===== src/source/ibuf_pkg.sv =====
`default_nettype none

package ibuf_pkg;

    // ring geometry
    localparam int NUM_SLOTS  = 4;
    localparam int LINE_BYTES = 16;
    localparam int LINE_W     = LINE_BYTES * 8;

    // bip splits into slot index (upper) and byte offset (lower)
    localparam int SLOT_IDX_W = 2;
    localparam int OFF_W      = 4;
    localparam int BIP_W      = SLOT_IDX_W + OFF_W;

    // consume length covers 1..16, so one bit wider than the offset
    localparam int LEN_W      = OFF_W + 1;

    // slots 0 and 2 hold even lines, 1 and 3 hold odd lines
    localparam logic [NUM_SLOTS-1:0] EVEN_SLOT_MASK = 4'b0101;

    // one 16-byte cache line
    typedef logic [LINE_W-1:0]     line_t;

    // buffer instruction pointer into the 64-byte ring
    typedef logic [BIP_W-1:0]      bip_t;

    // slot number within the ring
    typedef logic [SLOT_IDX_W-1:0] slot_idx_t;

    // byte offset within one slot
    typedef logic [OFF_W-1:0]      off_t;

    // decoder consume length
    typedef logic [LEN_W-1:0]      len_t;

    // one bit per slot
    typedef logic [NUM_SLOTS-1:0]  slot_mask_t;

    // everything the icache hands over in one fetch cycle
    typedef struct packed {
        line_t     even_line;
        line_t     odd_line;
        slot_idx_t fip_e;
        slot_idx_t fip_o;
        logic      miss_even;
        logic      miss_odd;
        // write hold per side
        logic      stall_even;
        logic      stall_odd;
    } fetch_t;

    // per-slot command from the fill controller
    typedef struct packed {
        logic load;
        logic flush;
    } slot_cmd_t;

endpackage

`default_nettype wire


===== src/source/ibuf_byte_window.sv =====
`timescale 1ns/1ps
`default_nettype none

module ibuf_byte_window
    import ibuf_pkg::*;
(
    input  wire                         clk,
    input  wire                         arst_n_i,
    input  wire                         flush_i,
    input  wire bip_t                   redirect_bip_i,
    input  wire                         consume_i,
    input  wire len_t                   consume_len_i,
    input  wire line_t [NUM_SLOTS-1:0]  slot_line_i,
    input  wire slot_mask_t             slot_valid_i,
    output line_t                       window_o,
    output logic                        window_valid_o,
    output bip_t                        bip_o,
    output slot_mask_t                  free_o
);

    // buffer instruction pointer
    bip_t      bip_q;

    // pointer after this cycle's consume
    bip_t      bip_adv;

    // slot under bip and the one after it in the ring
    slot_idx_t cur_slot;
    slot_idx_t nxt_slot;

    // byte offsets before and after the consume
    off_t      cur_off;
    off_t      adv_off;

    // ring with slot 0 repeated on top so the window can wrap
    logic [LINE_W*(NUM_SLOTS+1)-1:0] ring;

    // decoder consume taken this cycle
    logic      accept;

    // consume leaves the current slot behind
    logic      crossed;

    assign cur_slot = bip_q[BIP_W-1:OFF_W];
    assign cur_off  = bip_q[OFF_W-1:0];
    assign nxt_slot = cur_slot + slot_idx_t'(1);

    // byte k of the window is ring byte bip+k mod 64
    assign ring     = {slot_line_i[0], slot_line_i};
    assign window_o = ring[{bip_q, 3'b000} +: LINE_W];

    // an aligned bip reads one slot, otherwise the window spans two
    assign window_valid_o = slot_valid_i[cur_slot] &&
                            ((cur_off == '0) || slot_valid_i[nxt_slot]);

    // flush overrides any consume in the same cycle
    assign accept = consume_i && window_valid_o && !flush_i;

    // wraps naturally at 64
    assign bip_adv = bip_q + bip_t'(consume_len_i);
    assign adv_off = bip_adv[OFF_W-1:0];

    // len is at most 16, so a non-increasing offset means a boundary was passed
    assign crossed = (adv_off <= cur_off);

    // free the slot bip is leaving
    always_comb begin
        free_o = '0;
        if (accept && crossed) begin
            free_o[cur_slot] = 1'b1;
        end
    end

    // redirect wins over advance
    always_ff @(posedge clk or negedge arst_n_i) begin
        if (!arst_n_i) begin
            bip_q <= '0;
        end else if (flush_i) begin
            bip_q <= redirect_bip_i;
        end else if (accept) begin
            bip_q <= bip_adv;
        end
    end

    assign bip_o = bip_q;

    // decoder may only consume from a complete window
    a_consume_needs_window: assert property (
        @(posedge clk) disable iff (!arst_n_i)
        consume_i |-> window_valid_o
    ) else $error("consume while window invalid, bip %0d", bip_q);

    // consume length must fit one window
    a_consume_len_legal: assert property (
        @(posedge clk) disable iff (!arst_n_i)
        consume_i |-> (consume_len_i inside {[1:LINE_BYTES]})
    ) else $error("illegal consume length %0d", consume_len_i);

endmodule

`default_nettype wire


===== src/source/ibuf_fill_ctrl.sv =====
`timescale 1ns/1ps
`default_nettype none

module ibuf_fill_ctrl
    import ibuf_pkg::*;
(
    input  wire fetch_t                     fetch_i,
    input  wire                             branch_taken_i,
    input  wire                             resteer_i,
    input  wire                             init_i,
    input  wire slot_mask_t                 slot_valid_i,
    output slot_cmd_t [NUM_SLOTS-1:0]       slot_cmd_o,
    output logic                            flush_o,
    output logic                            even_loaded_o,
    output logic                            odd_loaded_o
);

    // any control-flow change empties the ring
    logic       flush;

    // one-hot slot targets of each fetch line
    slot_mask_t even_hit;
    slot_mask_t odd_hit;

    // side is allowed to write this cycle
    logic       even_ok;
    logic       odd_ok;

    // final per-slot load strobes
    slot_mask_t load;

    assign flush = branch_taken_i | resteer_i | init_i;

    // decode fip, dropping any match onto a slot of the wrong parity
    assign even_hit = (NUM_SLOTS'(1) << fetch_i.fip_e) & EVEN_SLOT_MASK;
    assign odd_hit  = (NUM_SLOTS'(1) << fetch_i.fip_o) & ~EVEN_SLOT_MASK;

    // a miss means no data, a stall means the side is held
    assign even_ok = !fetch_i.miss_even && !fetch_i.stall_even;
    assign odd_ok  = !fetch_i.miss_odd && !fetch_i.stall_odd;

    // only empty slots take a line, and never during a flush
    assign load = ((even_hit & {NUM_SLOTS{even_ok}}) |
                   (odd_hit & {NUM_SLOTS{odd_ok}})) &
                  ~slot_valid_i &
                  {NUM_SLOTS{!flush}};

    // fan out the command to each slot
    always_comb begin
        for (int s = 0; s < NUM_SLOTS; s++) begin
            slot_cmd_o[s].load  = load[s];
            slot_cmd_o[s].flush = flush;
        end
    end

    assign flush_o = flush;

    // loaded flags go back to fetch in the same cycle
    assign even_loaded_o = |(load & EVEN_SLOT_MASK);
    assign odd_loaded_o  = |(load & ~EVEN_SLOT_MASK);

    // icache must aim the even line at slot 0 or 2, the odd line at 1 or 3
    always_comb begin
        assert (fetch_i.fip_e[0] !== 1'b1)
            else $error("fip_e points at odd slot %0d", fetch_i.fip_e);
        assert (fetch_i.fip_o[0] !== 1'b0)
            else $error("fip_o points at even slot %0d", fetch_i.fip_o);
    end

endmodule

`default_nettype wire


===== src/source/ibuf_line_slot.sv =====
`timescale 1ns/1ps
`default_nettype none

module ibuf_line_slot
    import ibuf_pkg::*;
(
    input  wire            clk,
    input  wire            arst_n_i,
    input  wire slot_cmd_t cmd_i,
    input  wire            free_i,
    input  wire line_t     line_i,
    output line_t          line_o,
    output logic           valid_o
);

    // held cache line
    line_t line_q;

    // slot holds a usable line
    logic  valid_q;

    // flush and free both empty the slot, and win over load
    always_ff @(posedge clk or negedge arst_n_i) begin
        if (!arst_n_i) begin
            valid_q <= 1'b0;
        end else if (cmd_i.flush || free_i) begin
            valid_q <= 1'b0;
        end else if (cmd_i.load) begin
            valid_q <= 1'b1;
        end
    end

    // line data follows the load strobe
    always_ff @(posedge clk) begin
        if (cmd_i.load) begin
            line_q <= line_i;
        end
    end

    assign line_o  = line_q;
    assign valid_o = valid_q;

    // fill side must never overwrite a live line
    a_no_load_when_valid: assert property (
        @(posedge clk) disable iff (!arst_n_i)
        cmd_i.load |-> !valid_q
    ) else $error("load into a valid slot");

    // window side only frees a slot it is reading, so never one being filled
    a_no_load_with_free: assert property (
        @(posedge clk) disable iff (!arst_n_i)
        !(cmd_i.load && free_i)
    ) else $error("load and free in the same cycle");

endmodule

`default_nettype wire


===== src/source/ibuf_top.sv =====
`timescale 1ns/1ps
`default_nettype none

module ibuf_top
    import ibuf_pkg::*;
(
    input  wire             clk,
    input  wire             arst_n_i,
    input  wire fetch_t     fetch_i,
    input  wire             branch_taken_i,
    input  wire             resteer_i,
    input  wire             init_i,
    input  wire bip_t       redirect_bip_i,
    input  wire             consume_i,
    input  wire len_t       consume_len_i,
    output wire line_t      window_o,
    output wire             window_valid_o,
    output wire bip_t       bip_o,
    output wire slot_mask_t slot_valid_o,
    output wire             even_loaded_o,
    output wire             odd_loaded_o
);

    // per-slot load and flush
    wire slot_cmd_t [NUM_SLOTS-1:0] slot_cmd;

    // control-flow flush to the window unit
    wire                            flush;

    // line contents of each slot
    wire line_t [NUM_SLOTS-1:0]     slot_line;

    // free pulses from the window unit
    wire slot_mask_t                slot_free;

    ibuf_fill_ctrl u_fill_ctrl (
        .fetch_i        (fetch_i),
        .branch_taken_i (branch_taken_i),
        .resteer_i      (resteer_i),
        .init_i         (init_i),
        .slot_valid_i   (slot_valid_o),
        .slot_cmd_o     (slot_cmd),
        .flush_o        (flush),
        .even_loaded_o  (even_loaded_o),
        .odd_loaded_o   (odd_loaded_o)
    );

    // even slots take the even line, odd slots the odd line
    for (genvar s = 0; s < NUM_SLOTS; s++) begin : g_slot
        ibuf_line_slot u_slot (
            .clk      (clk),
            .arst_n_i (arst_n_i),
            .cmd_i    (slot_cmd[s]),
            .free_i   (slot_free[s]),
            .line_i   ((s % 2 == 0) ? fetch_i.even_line : fetch_i.odd_line),
            .line_o   (slot_line[s]),
            .valid_o  (slot_valid_o[s])
        );
    end

    ibuf_byte_window u_byte_window (
        .clk            (clk),
        .arst_n_i       (arst_n_i),
        .flush_i        (flush),
        .redirect_bip_i (redirect_bip_i),
        .consume_i      (consume_i),
        .consume_len_i  (consume_len_i),
        .slot_line_i    (slot_line),
        .slot_valid_i   (slot_valid_o),
        .window_o       (window_o),
        .window_valid_o (window_valid_o),
        .bip_o          (bip_o),
        .free_o         (slot_free)
    );

endmodule

`default_nettype wire


===== config.mk =====
export PLATFORM = sky130hd
export DESIGN_NAME = ibuf_top
export DESIGN_NICKNAME = d
export VERILOG_FILES = /design/src/source/ibuf_pkg.sv /design/src/source/ibuf_byte_window.sv /design/src/source/ibuf_fill_ctrl.sv /design/src/source/ibuf_line_slot.sv /design/src/source/ibuf_top.sv
export SDC_FILE = /design/constraint.sdc
export NUM_CORES = 2
export LEC_CHECK = 0
export ABC_AREA = 1
export BUFFER_PORTS_ARGS = -buffer_cell sky130_fd_sc_hd__buf_2
export CAP_MARGIN = 20
export CORE_MARGIN = 4
export CORE_UTILIZATION = 43
export CTS_BUF_LIST = sky130_fd_sc_hd__clkbuf_8
export CTS_CLUSTER_SIZE = 28
export DETAILED_ROUTE_END_ITERATION = 10
export RECOVER_POWER = 100
export SKIP_CTS_REPAIR_TIMING = 1
export SLEW_MARGIN = 20
export SYNTH_ARGS = -nofsm -noshare
export SYNTH_HDL_FRONTEND = slang
export SYNTH_SLANG_ARGS = --single-unit

===== constraint.sdc =====
create_clock -name clk -period 18 [get_ports clk]
set_clock_uncertainty 0.05 [all_clocks]
set_input_delay 2.7 -clock clk [delete_from_list [all_inputs] [get_ports clk]]
set_output_delay 2.7 -clock clk [all_outputs]
set_load 0.02 [all_outputs]

# [Yosys cells after proc, flatten, opt, wreduce, memory -nomap -nowiden]
# Index checks and enable logic that the tools add are counted.
[word_totals] ff_bits=522 inputBits=281 mem_bits_rw=0 output_inout_bits=141 wordCells=68 memories=0 latch_bits=0 mem_bits_ro=0
[classes] order_cmp=4 n_reduce_logical=25 muxes=17 bitwise_logic=8 n_mul=0 n_eq_ne=0 n_addsub=2 shift=3 div_mod_pow=0
[op_table] op="indexed part select 640 x 10 -> 128 bit" n=1
[op_table] op="AND 4 bit" n=3
[op_table] op="2-to-1 mux 6 bit" n=2
[op_table] op="2-to-1 mux 1 bit" n=11
[op_table] op="nonzero test 2 bit" n=5
[op_table] op="logical AND 1 bit" n=7
[op_table] op="adder 6 x 5 -> 6 bit" n=1
[op_table] op="< comparator 2 x 3 -> 1 bit, second input constant" n=2
[op_table] op="logical NOT 1 bit" n=5
[op_table] op="logical OR 1 bit" n=5
[op_table] op="AND 3 x 4 -> 4 bit" n=1
[op_table] op="binary-select mux 1 bit (select 2 bit)" n=2
[op_table] op="<= comparator 4 bit" n=1
[op_table] op="logical NOT 4 bit" n=1
[op_table] op="2-to-1 mux 4 bit" n=1
[op_table] op="inverter 4 bit" n=1
[op_table] op="OR 4 bit" n=1
[op_table] op="OR reduction 2 bit" n=2
[op_table] op="left shift 1 x 2 -> 4 bit, first input constant" n=1
[op_table] op="left shift 1 x 2 -> 3 bit, first input constant" n=1
[op_table] op="adder 2 x 1 -> 2 bit, second input constant" n=1
[op_table] op="demux 1 bit (select 2 bit)" n=1
[op_table] op=">= comparator 2 x 1 -> 1 bit, second input constant" n=1
[op_table] op="OR 1 bit" n=2

# [Longest topological paths before layout]
[logic_depth] word_depth=11 ltp_mapped=14 ltp_nobuf=13

# [Hierarchy]
# A second synthesis with hierarchy kept.
[unflattened] cells_unflattened=6466 area_unflattened_um2=43324.1
[by_module_without_submodules] module="ibuf_byte_window" cells_each=5891 seq_area_each_um2=150.1 instances=1 area_each_um2=27584.0
[by_module_without_submodules] module="ibuf_line_slot" cells_each=134 seq_area_each_um2=3868.7 instances=4 area_each_um2=3887.5
[by_module_without_submodules] module="ibuf_fill_ctrl" cells_each=39 seq_area_each_um2=0.0 instances=1 area_each_um2=190.2

# [Least setup slack after synthesis]
# Ideal clock, no wire load.
[synth_path] path_kind="input-to-output" from="input port resteer_i" to="output port even_loaded_o" path_stages=4 path_buffers=0 required_ns=15.250 slack_ns=-1.447 arrival_time_ns=16.697 cell_sequence="nor3_2 > inv_1 > nor4_1 > or2_2"
[synth_rtl] element="from (decl)" line_no="ibuf_top.sv:11" text="input wire resteer_i,"
[synth_rtl] element="to (decl)" line_no="ibuf_top.sv:20" text="output wire even_loaded_o,"

# [Worst setup path after layout]
[layout_path] from="register u_byte_window.bip_q[2] (netlist: u_byte_window.bip_o[2])" to="output port window_o[125]"
[layout_via] elab_chain_cells=1
[layout_rtl] element="from (decl)" line_no="ibuf_byte_window.sv:22" text="bip_t bip_q;"
[layout_rtl] element="from (signal assigned)" line_no="ibuf_byte_window.sv:79" text="bip_q <= redirect_bip_i;"
[layout_rtl] element="from (signal assigned)" line_no="ibuf_byte_window.sv:81" text="bip_q <= bip_adv;"
[layout_rtl] element="indexed part select 640 x 10 -> 128 bit" line_no="ibuf_byte_window.sv:50" text="assign window_o = ring[{bip_q, 3'b000} +: LINE_W];"
[layout_rtl] element="to (decl)" line_no="ibuf_top.sv:16" text="output wire line_t window_o,"
# Every way passes these cells.

==> results by group <==
Outcome
  • Outcome: complete, but fails checks
  • Failing checks: max-capacitance violations, max-slew violations

Finish
  • Commonest non-fill, non-tap cell in the layout: nand3_1
  • Fin nets: 6,749
  • Share of cells above drive strength 1: under 10%
  • P&R area growth vs syn: 7.29%
  • Most frequent cells in the layout: nand3_1 (3,591), nand2_1 (1,699), edfxtp_1 (512), clkbuf_1 (332), buf_2 (108)
  • FILL cells: 10.5k

Clock network
  • Clock transition at path regs: 60 ps
  • # H-tree levels: 3
  • Clk_lat worst skew: 760 ps
  • CTS buffer count: 95
  • Clk sinks: around 520
  • CTS tree: done
  • CTS max path bufs: 3
  • Root Buffer: clkbuf_8

Timing
  • Setup tns final: 0 ps
  • Least-Margin Pin Slew: 5290 ps
  • Final worst-path cycle share: a little over two thirds
  • Slew Viols, Final: ~1.2k
  • WHS: 620 ps
  • Min Tclk post-route: roughly 13,000 ps
  • Max Freq: ~80 MHz
  • RSZ-0062 raised after global routing: no
  • Final setup vio count: 0
  • Max_slew headroom: -253%
  • Final hold vios: 0
  • Setup WS post-layout: about 5400 ps

Route
  • WL final: about 180,000 um
  • DR WL/cell: around 23 um
  • Vias/cell: between 6 and 7
  • Antenna violation net count after detailed routing: 0
  • Initial DRT Pass Iterations: 9
  • Total number of vias: a little under 50k
  • DRC viols: 0
  • DR iter-0 viols: between 7k and 8k

Logic synthesis
  • Synth warn: 0
  • Cell variety after synth: 28
  • Mapped Cells: 6,430
  • Register area share after synthesis: between 30% and 40%
  • Yosys reg bits: 522
  • Netlist Area Pre-Place: between 40,000 and 50,000 um2
  • Post-Synthesis Mean Instance Area: about 6.7 um2
  • Syn nets: between 6k and 7k

Global routing
  • Vias in the first global route: about 45k
  • Pin count of the biggest net entering global routing: 214
  • Total Routing Usage GR: 32.6%
  • Total grt overflow: 0
  • Initial antenna violation count: 10
  • First-pass GRT wire length: 271,000 um

Floorplanning
  • Full die area: between 100,000 and 150,000 um2
  • Initial Util: between 40% and 50%
  • IO Count: ~420
  • Die width: between 300 and 400 um
  • Die height: 325 um
  • Placement Rows: 115
  • Core area: between 90,000 and 100,000 um2

Power and ir drop
  • Ratio of total power to cell area: a little under 90 nW/um2
  • P_leak: roughly 0.019 uW
  • Peak VDD IR: 0.0000763 V

Min path
  • Hold depth: 2
  • Hold WC Path Type: reg2reg

Setup path
  • CP Data Arrival Time: a little under 10,000 ps
  • Critical path startpoint category: flop
  • Setup CP Type: reg2out
  • Worst reg-to-reg path cell count: 5
  • CP Max Fanout: roughly 110
  • Req. time, crit path: 15,250 ps
  • Critical path capture point type: output pin
  • R2r setup slk: 8330 ps

Placed design
  • Port Buffers: approximately 420
  • Pre-CTS setup slack: about 10,000 ps
  • DP HPWL: about 130,000 um
  • GP Congestion: around 0.95

Flow run
  • Max_cap viols: 23
-- metal layers --
layer	vias up	part of all wire (%)	global-route usage (%)
met3	429	9.5	5.47
met2	2962	44	49.4
met1	22900	42	45.6
li1	23100	-	-
met5	-	0.0072	0
met4	2	5.1	15.0
-- synthesized netlist by cell type --
cell type / n / area share [%]
inv_1: 10 / 0.087
nor4_1: 3 / 0.043
o21ai_0: 9 / 0.10
fa_1: 1 / 0.046
nor3b_1: 1 / 0.017
buf_1: 68 / 0.59
nor3_1: 1 / 0.012
a31oi_1: 1 / 0.014
and2_1: 1 / 0.014
dfrtp_1: 10 / 0.58
buf_4: 66 / 1.1
nor2_1: 8 / 0.070
nor3_2: 1 / 0.023
inv_2: 4 / 0.035
xor2_1: 3 / 0.061
o211ai_1: 4 / 0.070
ha_1: 12 / 0.35
buf_6: 9 / 0.23
nand4_1: 3 / 0.043
buf_2: 280 / 3.2
or2_2: 3 / 0.043
a21oi_1: 7 / 0.081
inv_6: 1 / 0.020
nand2_1: 1699 / 15
xnor2_1: 1 / 0.020
nand3_1: 3591 / 42
clkbuf_1: 121 / 1.1
edfxtp_1: 512 / 36
-- where the power goes --
| group | total, uW | internal (uW) | switching [uW] |
|---|---|---|---|
| sequential | 1370 | 1340 | 23.2 |
| combinational | 1440 | 404 | 1040 |
| clock | 1220 | 694 | 531 |
-- critical path, cell delays in order, from the launching register on --
cell	delay (ps)
dfrtp_4	710
clkinvlp_2	1590
buf_16	430
clkbuf_1	3720
buf_4	1150
nand3_1	260
nand3_1	150
nand3_1	90
nand2_1	110
nand2_1	50
nand2_1	290
clkbuf_1	300
-- worst paths after layout --
check | from | end
max | u_byte_window.bip_o[2]$_DFFE_PN0P_ | window_o[125]
min | g_slot[3].u_slot.valid_o$_DFFE_PN0P_ | g_slot[3].u_slot.valid_o$_DFFE_PN0P_
max reg2reg | g_slot[3].u_slot.valid_o$_DFFE_PN0P_ | g_slot[3].u_slot.line_o[67]$_DFFE_PP_
min reg2reg | g_slot[3].u_slot.valid_o$_DFFE_PN0P_ | g_slot[3].u_slot.valid_o$_DFFE_PN0P_
max in group asynchronous | arst_n_i | u_byte_window.bip_o[1]$_DFFE_PN0P_
min in group asynchronous | arst_n_i | u_byte_window.bip_o[4]$_DFFE_PN0P_
-- area by class of cell --
type | instances | area (um2) | area share, %
Antenna cell | 4 | 10.0 | 0.0216
Clock inverter | 70 | 646 | 1.39
Tap cell | 1287 | 1610 | 3.48
Multi-Input combinational cell | 5349 | 24800 | 53.5
Sequential cell | 522 | 15600 | 33.7
Clock buffer | 101 | 1390 | 3.00
Timing Repair Buffer | 472 | 2150 | 4.64
Inverter | 15 | 101 | 0.219
-- per-stage QoR --
stage                     instances  utilization [%]  total power [uW]  instance area, um2
after global placement         7644             45.2              2810               44800
after floorplan                6430                -              2400               43200
after global routing           7820             46.8              4260               46300
after CTS                      7815             47.3              4040               46800
final                          7820             46.8              4030               46300
after detailed placement       7644             45.2              2810               44800
-- registers in the layout, summed over array words and instances (netlist names) --
| register | flops |
|---|---|
| u_byte_window.bip_o | 6 |
| g_slot.u_slot.line_o | 512 |
| g_slot.u_slot.valid_o | 4 |
-- kinds of logic after synthesis --
family | count (synthesis) | share of synthesized area [%]
fa+ha+maj | 13 | 0.394
compound gates | 21 | 0.269
buf+inv | 559 | 6.41
xor+xnor | 4 | 0.0811
simple gates | 5311 | 56.7
flops | 522 | 36.2
Power figures use the tool's default switching activity.
